[config.mk]
export PLATFORM = sky130hd
export DESIGN_NAME = sd_read_top
export DESIGN_NICKNAME = d
export VERILOG_FILES = /design/src/sd_dat_pkg.sv /design/src/dat_block_sequencer.sv /design/src/dat_bus_driver.sv /design/src/dat_lane_crc.sv /design/src/sd_read_top.sv
export VERILOG_INCLUDE_DIRS = /design/src
export SDC_FILE = /design/constraint.sdc
export NUM_CORES = 1
export LEC_CHECK = 0
export BUFFER_PORTS_ARGS = -buffer_cell sky130_fd_sc_hd__buf_2
export CORE_AREA = 2 2 120 122
export DETAILED_ROUTE_END_ITERATION = 8
export DIE_AREA = 0 0 122 124
export PLACE_DENSITY = 0.78
export SETUP_SLACK_MARGIN = 0.4
export SYNTH_ARGS = -nofsm -noshare
export SYNTH_HDL_FRONTEND = slang
export SYNTH_SLANG_ARGS = --single-unit
[constraint.sdc]
create_clock -name sd_clk -period 3.06 [get_ports sd_clk]
set_input_delay 0.459 -clock sd_clk [delete_from_list [all_inputs] [get_ports sd_clk]]
set_output_delay 0.459 -clock sd_clk [all_outputs]
set_load 0.02 [all_outputs]
[src/sd_dat_settings.svh]
`ifndef SD_DAT_SETTINGS_SVH
`define SD_DAT_SETTINGS_SVH

// Payload bytes per read block
`define SD_BLOCK_BYTES 512

// Byte FIFO slots, also the host's credit count after reset
`define SD_FIFO_DEPTH 8

// CRC16 length per lane
`define SD_CRC_BITS 16

// Released bit times between blocks
`define SD_GAP_CYCLES 2

// Wide-bus DAT lanes
`define SD_LANES 4

`endif

[src/sd_dat_pkg.sv]
`include "sd_dat_settings.svh"

package sd_dat_pkg;

    // ==================================================
    // Block phases
    // ==================================================
    typedef enum logic [2:0] {
        PH_IDLE  = 3'd0,  // Waiting for the first byte
        PH_START = 3'd1,  // Start nibble of zeros
        PH_DATA  = 3'd2,  // Payload, high nibble first
        PH_CRC   = 3'd3,  // One CRC16 bit per lane per step
        PH_END   = 3'd4,  // End nibble of ones
        PH_GAP   = 3'd5   // Lines released
    } dat_phase_e;

    // ==================================================
    // Bus types
    // ==================================================
    // One wide-bus transfer unit on DAT[3:0]
    typedef logic [3:0] nibble_t;

    // One bit per DAT lane
    typedef logic [`SD_LANES-1:0] lane_bus_t;

    // Fixed nibbles framing a block
    localparam nibble_t NIB_START    = 4'b0000;
    localparam nibble_t NIB_END      = 4'b1111;

    // Pull-ups hold the lines high when nobody drives them
    localparam nibble_t NIB_RELEASED = 4'b1111;

endpackage

[src/dat_block_sequencer.sv]
`include "sd_dat_settings.svh"

module dat_block_sequencer (
    input  logic                   sd_clk,
    input  logic                   rst,
    input  logic                   in_valid,
    input  logic [7:0]             in_data,
    output logic                   credit_return,
    output sd_dat_pkg::dat_phase_e phase,
    output logic                   step,
    output sd_dat_pkg::lane_bus_t  lane_bits
);
    import sd_dat_pkg::*;

    localparam int PTR_W    = $clog2(`SD_FIFO_DEPTH);
    localparam int CNT_W    = $clog2(2 * `SD_BLOCK_BYTES);
    localparam int NIB_LAST = 2 * `SD_BLOCK_BYTES - 1;

    // ==================================================
    // Byte FIFO
    // ==================================================
    logic [7:0]     fifo_mem [`SD_FIFO_DEPTH];
    logic [PTR_W:0] wr_ptr;     // Extra bit tells full from empty
    logic [PTR_W:0] rd_ptr;
    logic           fifo_empty;
    logic           pop;
    logic [7:0]     head;

    assign fifo_empty = (wr_ptr == rd_ptr);
    assign head       = fifo_mem[rd_ptr[PTR_W-1:0]];

    // Host holds a credit for every write, so no full check
    always_ff @(posedge sd_clk) begin
        if (in_valid) begin
            fifo_mem[wr_ptr[PTR_W-1:0]] <= in_data;
        end
    end

    always_ff @(posedge sd_clk) begin
        if (rst) begin
            wr_ptr        <= '0;
            rd_ptr        <= '0;
            credit_return <= 1'b0;
        end else begin
            if (in_valid) begin
                wr_ptr <= wr_ptr + 1'b1;
            end
            if (pop) begin
                rd_ptr <= rd_ptr + 1'b1;
            end
            credit_return <= pop;   // One credit back per byte popped
        end
    end

    // ==================================================
    // Phase walker
    // ==================================================
    dat_phase_e       state;
    logic [CNT_W-1:0] cnt;          // Nibbles, CRC bits or gap cycles
    logic             low_nibble;

    // In data phase the count LSB selects the nibble
    assign low_nibble = cnt[0];
    assign lane_bits  = low_nibble ? head[3:0] : head[7:4];
    assign pop        = step && (state == PH_DATA) && low_nibble;

    // Stall decision lives here only
    always_comb begin
        phase = state;
        step  = 1'b0;
        case (state)
            PH_IDLE: begin
                if (!fifo_empty) begin
                    phase = PH_START;   // Start nibble goes out right away
                    step  = 1'b1;
                end
            end
            PH_DATA: step = !fifo_empty;            // Starved FIFO holds the lines
            PH_CRC, PH_END, PH_GAP: step = 1'b1;    // Never stall
            default: step = 1'b0;
        endcase
    end

    always_ff @(posedge sd_clk) begin
        if (rst) begin
            state <= PH_IDLE;
            cnt   <= '0;
        end else if (step) begin
            cnt <= cnt + 1'b1;
            case (phase)
                PH_START: begin
                    state <= PH_DATA;
                    cnt   <= '0;
                end
                PH_DATA: begin
                    if (cnt == CNT_W'(NIB_LAST)) begin
                        state <= PH_CRC;
                        cnt   <= '0;
                    end
                end
                PH_CRC: begin
                    if (cnt == CNT_W'(`SD_CRC_BITS - 1)) begin
                        state <= PH_END;
                        cnt   <= '0;
                    end
                end
                PH_END: begin
                    state <= PH_GAP;
                    cnt   <= '0;
                end
                PH_GAP: begin
                    if (cnt == CNT_W'(`SD_GAP_CYCLES - 1)) begin
                        state <= PH_IDLE;
                        cnt   <= '0;
                    end
                end
                default: state <= PH_IDLE;
            endcase
        end
    end

endmodule

[src/dat_bus_driver.sv]
module dat_bus_driver (
    input  logic                   sd_clk,
    input  logic                   rst,
    input  sd_dat_pkg::dat_phase_e phase,
    input  logic                   step,
    input  sd_dat_pkg::lane_bus_t  lanes,
    output sd_dat_pkg::nibble_t    sd_dat,
    output logic                   sd_dat_oe,
    output logic                   sd_dat_valid,
    output logic                   block_done
);
    import sd_dat_pkg::*;

    dat_phase_e phase_d;    // Lines up with the lane registers
    logic       step_d;

    always_ff @(posedge sd_clk) begin
        if (rst) begin
            phase_d <= PH_IDLE;
            step_d  <= 1'b0;
        end else begin
            phase_d <= phase;
            step_d  <= step;
        end
    end

    // ==================================================
    // Pin registers
    // ==================================================
    always_ff @(posedge sd_clk) begin
        if (rst) begin
            sd_dat       <= NIB_RELEASED;
            sd_dat_oe    <= 1'b0;
            sd_dat_valid <= 1'b0;
            block_done   <= 1'b0;
        end else begin
            sd_dat_valid <= step_d;
            block_done   <= step_d && (phase_d == PH_END);
            // No step means a stall, so the lines keep their value
            if (step_d) begin
                case (phase_d)
                    PH_START: begin
                        sd_dat    <= NIB_START;
                        sd_dat_oe <= 1'b1;
                    end
                    PH_DATA, PH_CRC: begin
                        sd_dat    <= lanes;
                        sd_dat_oe <= 1'b1;
                    end
                    PH_END: begin
                        sd_dat    <= NIB_END;
                        sd_dat_oe <= 1'b1;
                    end
                    default: begin
                        sd_dat    <= NIB_RELEASED;  // Gap
                        sd_dat_oe <= 1'b0;
                    end
                endcase
            end
        end
    end

endmodule

[src/dat_lane_crc.sv]
`include "sd_dat_settings.svh"

module dat_lane_crc (
    input  logic                   sd_clk,
    input  logic                   rst,
    input  sd_dat_pkg::dat_phase_e phase,
    input  logic                   step,
    input  logic                   bit_in,
    output logic                   lane_bit
);
    import sd_dat_pkg::*;

    // CRC16 x^16+x^12+x^5+1, initial value zero, MSB first
    localparam logic [`SD_CRC_BITS-1:0] CRC_POLY = 16'h1021;

    logic [`SD_CRC_BITS-1:0] crc;
    logic [`SD_CRC_BITS-1:0] crc_next;
    logic                    feedback;

    assign feedback = crc[`SD_CRC_BITS-1] ^ bit_in;
    assign crc_next = {crc[`SD_CRC_BITS-2:0], 1'b0} ^ (feedback ? CRC_POLY : '0);

    // ==================================================
    // Lane bit register
    // ==================================================
    always_ff @(posedge sd_clk) begin
        if (step) begin
            if (phase == PH_DATA) begin
                lane_bit <= bit_in;
            end else if (phase == PH_CRC) begin
                lane_bit <= crc[`SD_CRC_BITS-1];    // Remainder goes out MSB first
            end
        end
    end

    // ==================================================
    // CRC register
    // ==================================================
    always_ff @(posedge sd_clk) begin
        if (rst) begin
            crc <= '0;
        end else if (step) begin
            case (phase)
                PH_DATA: crc <= crc_next;
                PH_CRC:  crc <= {crc[`SD_CRC_BITS-2:0], 1'b0};
                PH_END:  crc <= '0;     // Ready for next block
                default: crc <= crc;
            endcase
        end
    end

endmodule

[src/sd_read_top.sv]
`include "sd_dat_settings.svh"

module sd_read_top (
    input  logic                sd_clk,
    input  logic                rst,
    input  logic                in_valid,
    input  logic [7:0]          in_data,
    output logic                credit_return,
    output sd_dat_pkg::nibble_t sd_dat,
    output logic                sd_dat_oe,
    output logic                sd_dat_valid,
    output logic                block_done
);
    import sd_dat_pkg::*;

    dat_phase_e phase;
    logic       step;
    lane_bus_t  lane_bits;  // Nibble into the lanes
    lane_bus_t  lanes;      // Registered lane outputs

    // ==================================================
    // Block sequencer
    // ==================================================
    dat_block_sequencer i_sequencer (
        .sd_clk        (sd_clk),
        .rst           (rst),
        .in_valid      (in_valid),
        .in_data       (in_data),
        .credit_return (credit_return),
        .phase         (phase),
        .step          (step),
        .lane_bits     (lane_bits)
    );

    // One CRC16 per DAT lane
    for (genvar i = 0; i < `SD_LANES; i++) begin : g_lane
        dat_lane_crc i_lane (
            .sd_clk   (sd_clk),
            .rst      (rst),
            .phase    (phase),
            .step     (step),
            .bit_in   (lane_bits[i]),
            .lane_bit (lanes[i])
        );
    end

    dat_bus_driver i_driver (
        .sd_clk       (sd_clk),
        .rst          (rst),
        .phase        (phase),
        .step         (step),
        .lanes        (lanes),
        .sd_dat       (sd_dat),
        .sd_dat_oe    (sd_dat_oe),
        .sd_dat_valid (sd_dat_valid),
        .block_done   (block_done)
    );

endmodule

Word-level counts from Yosys, hierarchy flattened
Memories as Yosys holds them, arrays and structs flattened. A register that Yosys moved wholly into a read port is not among the register bits.
Cells that the tools add are included.
- bits in writable memories: 64
- logic and storage cells: 100
- memories: 1
- register bits after elaboration: 101
- output and inout bits: 8
- bits of input ports: 11
- memories (memory ; depth ; width ; rd ports ; clocked after Yosys merged registers in ; write ports ; RTL line ; source):
    i_sequencer.fifo_mem ; 8 ; 8 ; 1 ; 1 ; 1 ; dat_block_sequencer.sv:22 ; logic [7:0] fifo_mem [`SD_FIFO_DEPTH];
- muxes and demuxes: 35
- reductions and logical operators: 14
- bitwise gates (word level): 8
- add/sub/neg operators: 3
- equal/unequal tests: 20
- operators with widths (cell ; number):
    one-hot mux 16 bit (3 select lines) ; 4
    bitwise XOR 16 bit ; 4
    2-to-1 mux 13 bit ; 4
    one-hot mux 10 bit (4 select lines) ; 1
    2-to-1 mux 10 bit ; 3
    2-to-1 mux 3 bit ; 7
    == test 3 x 2 -> 1 bit, second input constant ; 6
    == test 3 bit, second input constant ; 5
    one-hot mux 3 bit (5 select lines) ; 1
    2-to-1 mux 1 bit ; 12
    adder 10 x 1 -> 10 bit, second input constant ; 1
    == test 10 x 1 -> 1 bit, second input constant ; 1
    == test 10 bit, second input constant ; 1
    == test 10 x 4 -> 1 bit, second input constant ; 1
    adder 4 x 1 -> 4 bit, second input constant ; 2
    one-hot mux 4 bit (2 select lines) ; 1
    == test 3 x 1 -> 1 bit, second input constant ; 2
    == test 4 bit ; 1
    2-to-1 mux 4 bit ; 1
    != test 2 bit, second input constant ; 2
    AND reduction 2 bit ; 2
    AND reduction 4 bit ; 1
    OR reduction 2 bit ; 2
    OR reduction 4 bit ; 1
    9 further kinds ; 14

Longest topological paths before layout
- word-level depth: 7
- depth in mapped cells: 9
- gate-level depth less buffers: 7

Hierarchy
A second synthesis with hierarchy kept.
- cell total of the unflattened synthesis: 562
- area, all modules: 6794.0 sq um
- modules (own cells, without submodules) (module ; area each (sq um) ; cells each ; times used):
    dat_block_sequencer ; 3767.4 ; 253 ; 1
    dat_lane_crc ; 661.9 ; 68 ; 4
    dat_bus_driver ; 379.1 ; 37 ; 1

Worst setup path after synthesis
Ideal clock, no wire load.
- path type: register -> register
- from: reg with a tool-made name
- to: reg g_lane[2].i_lane.crc[12]
- stages on the path, launching flop included: 8
- required time: 2.981 ns
- arrival: 2.201 ns
- period minus slack after synthesis: 2.280 ns
- slack: 0.780 ns
- cell sequence: dfxtp_1 buf_6 buf_6 mux4_2 mux4_2 xnor2_2 or3_1 o211ai_1
- RTL lines (what ; RTL line ; source):
    to (signal assigned) ; dat_lane_crc.sv:44 ; PH_DATA: crc <= crc_next;
    to (signal assigned) ; dat_lane_crc.sv:45 ; PH_CRC: crc <= {crc[`SD_CRC_BITS-2:0], 1'b0};
    to (signal assigned) ; dat_lane_crc.sv:47 ; default: crc <= crc;
    to (decl) ; dat_lane_crc.sv:16 ; logic [`SD_CRC_BITS-1:0] crc;

==> results.yml <==
final_layout:
  most-common-layout-cells: "117 x nand3_1, 99 x dfxtp_1, 68 x a21oi_1, 68 x edfxtp_1, 33 x nor2_1"
  drive_above_1_share_pct: 14.6
  antenna_cells: 0
  final_common_cell: "nand3_1"
  nets: 634
  nFillCells: 1098
  area_delta_synth_final_pct: 12.3
synthesis:
  synthAdderAreaFrac_pct: 0.721
  synth_cell_type_count: 53
  synthSimpleGateAreaFrac_pct: 16.5
  synth_nets: 638
  synthMuxAreaShare_pct: 7.74
  ys_ff_latch: 168
  synth-xor-area-share_pct: 1.84
  synth_compound_area_share_pct: 11.1
  avgSynthCellArea_um2: 11.1
  synth_top_family_by_area: "simple AND/OR/NAND/NOR gates"
  yosysWarnings: 0
  ys_seq_area_share_pct: 58.3
  mappedNetlistArea_um2: 6940
  synth_cells: 623
sta:
  hold_viol: 0
  fin_ws_ns: 0.616
  clock_skew_ns: 0.0122
  final-max-slew-violation-count: 0
  relSlewSlack_pct: 34.3
  period_needed_ns: 2.44
  setup_viol: 0
  period_share_pct: 79.9
  tns_ns: 0
  worst_pin_slew_ns: 0.984
  grt_setup_unrepaired: "false"
  fmax_ghz: 0.409
floorplan:
  rows: 43
  coreArea_um2: 13700
  dieWidth_um: 122
  dieHeight_um: 124
  start_util_pct: 50.6
  top_level_ports: 19
  fp.dieArea_um2: 15100
global_routing:
  grt_pass1_vias: 4595
  grt_max_degree: 76
  grt_overflow: 0
  grt_antenna_before_repair: 0
  grt_usage_pct: 19.0
  grt_pass1_wl_um: 22300
detailed_routing:
  num_vias: 4829
  firstDrtPassIters: 5
  wl_per_cell_um: 16.6
  first_iter_violations: 353
  wirelength_um: 13500
  antenna_left: 0
  post-route-drc-count: 0
  avgViaCountPerCell: 5.95
min_path:
  holdPathEnd: "i_sequencer.fifo_mem[6][2]$_DFFE_PP_"
  holdCritPathClass: "primary input to flop"
  holdPathStages: 1
  hp-start: "in_data[2]"
setup_path:
  cp-end-kind: "flop"
  critical_path_class: "flop to flop"
  cp_max_fo: 16
  regToRegEndpoint: "g_lane[1].i_lane.crc[12]$_SDFFE_PP0P_"
  critPathSlowestCell: "mux4_2"
  worstPathArrival_ns: 2.76
  critPathLaunchType: "flop"
  rrSetupSlack_ns: 0.62
  crit_path_frequent_cell: "mux4_2"
  r2r_cells: 6
  cp_slowest_stage_delay_ns: 0.55
  path_cells: "buf_4 > mux4_2 > mux4_2 > xor2_1 > nand4_1 > and3_1"
  crit_required_ns: 3.38
clock_tree:
  cts_buffers: 17
  cts_tree: "yes"
  htree_num_levels: 4
  cts-root-buf: "clkbuf_16"
  cts_setup_buffers: 0
  clock-sinks: 168
  cts_max_path_buffers: 2
  clock_latency_ns: 0.43
  path_clk_slew_ns: 0.06
power_and_ir_drop:
  p_leak_nw: 2.53
  vdd_drop_max_v: 0.000809
  power_density_nw_per_um2: 675
place:
  dp_slack_ns: 0.544
  port_buffers: 18
  dp_hpwl_um: 8470
  place.gp.congestion: 0.802
run_status:
  outcome: "finished, final reports clean"
flow_run:
  max_cap_viol_count: 0
==> worst max-delay path: cells and delay by family, from the launching register on <==
family / cells / cell delay [ns]
DFF: 1 / 0.30
and+or+nand+nor: 2 / 0.36
buffers and inverters: 1 / 0.29
xor gates and xnor gates: 1 / 0.33
muxes: 2 / 1.05
==> cell families (layout without fill, tap and decap cells) <==
group	after synthesis	in the layout
and+or+nand+nor	228	228
DFF	168	168
AOI/OAI and AO/OA	126	126
buffers and inverters	57	66
muxes	28	28
xor gates and xnor gates	12	12
adders and majority gates	4	4
==> layer usage <==
metal / wire (um) / up-vias / global-route usage (%)
li1: - / 2320 / -
met1: 5970 / 2368 / 23.7
met2: 6710 / 128 / 31.6
met3: 654 / 13 / 5.86
met4: 131 / 0 / 6.68
met5: 0 / - / 0
==> flip-flops by register name, summed over array words and instances (netlist names), named ones only <==
name	flops
i_driver.block_done	1
i_sequencer.rd_ptr	4
i_driver.phase_d	3
i_sequencer.credit_return	1
i_sequencer.fifo_mem	64
i_sequencer.state	3
i_sequencer.cnt	10
i_driver.sd_dat_valid	1
i_driver.sd_dat	4
i_driver.step_d	1
g_lane.i_lane.crc	64
g_lane.i_lane.lane_bit	4
i_driver.sd_dat_oe	1
i_sequencer.wr_ptr	4
==> Yosys cell counts, drive strengths merged <==
library cell,n,area [um2]
a2111o,1,11.3
a2111oi,3,32.5
a211o,2,17.5
a211oi,3,22.5
a21boi,1,7.51
a21o,2,15.0
a21oi,68,340
a221oi,3,26.3
a31oi,6,37.5
a32oi,6,52.6
and2,1,6.26
and3,5,31.3
and4,1,8.76
buf,22,130
clkbuf,29,109
dfxtp,100,2000
edfxtp,68,2040
ha,4,50.1
inv,6,22.5
mux2,5,56.3
mux2i,3,30.0
mux4,20,450
nand2,28,105
nand2b,11,68.8
nand3,117,586
nand4,4,25.0
nor2,33,124
nor2b,5,31.3
nor3,5,25.0
nor3b,1,7.51
nor4,2,27.5
o211ai,13,97.6
o21a,3,22.5
o21ai,11,58.8
o22ai,1,6.26
o31ai,2,15.0
o32ai,1,8.76
or2,1,6.26
or3,11,68.8
or4,3,26.3
xnor2,6,75.1
xor2,6,52.6
==> worst max-delay path by stage <==
| stage | startpoint | endpoint | cells after the start |
|---|---|---|---|
| floorplan | flop | g_lane[2].i_lane.crc[12]$_SDFFE_PP0P_ | 7 |
| global placement | flop | g_lane[1].i_lane.crc[5]$_SDFFE_PP0P_ | 5 |
| detailed placement | flop | g_lane[1].i_lane.crc[12]$_SDFFE_PP0P_ | 5 |
| CTS | flop | g_lane[1].i_lane.crc[12]$_SDFFE_PP0P_ | 5 |
| global route | flop | g_lane[1].i_lane.crc[5]$_SDFFE_PP0P_ | 6 |
| finish | flop | g_lane[1].i_lane.crc[12]$_SDFFE_PP0P_ | 6 |
==> cell type report <==
class	instances	area [um2]	area share, %
repair buffers	28	169	2.17
multi-input cells	398	2650	34.0
clock buffers	22	454	5.83
well taps	180	225	2.89
clock inverters	10	225	2.89
flip-flops and latches	168	4050	51.9
inverters	6	22.5	0.289
==> where the power goes <==
group / switching, mW / internal (mW) / leakage [nW]
clock network: 0.821 / 1.63 / 0.332
logic: 0.262 / 0.125 / 0.771
registers: 0.0370 / 2.39 / 1.43
total: 1.12 / 4.14 / 2.53
==> stage by stage <==
stage	hold WS, ns	util [%]	cells	power (mW)	cell area, um2
2_1_floorplan	0.433	-	623	2.75	6940
3_3_place_gp	0.443	51.8	780	2.83	7110
3_5_place_dp	0.446	51.8	780	2.85	7110
4_1_cts	0.287	56.7	812	5.28	7780
5_1_grt	0.299	56.8	812	5.43	7790
6_report	0.297	56.8	812	5.26	7790
==> repair_timing <==
action / in CTS / in global routing
setup endpoints to repair: 0 / 2
hold buffers: 0 / 0
gates resized for setup: 0 / 2
Power figures use the tool's default switching activity.
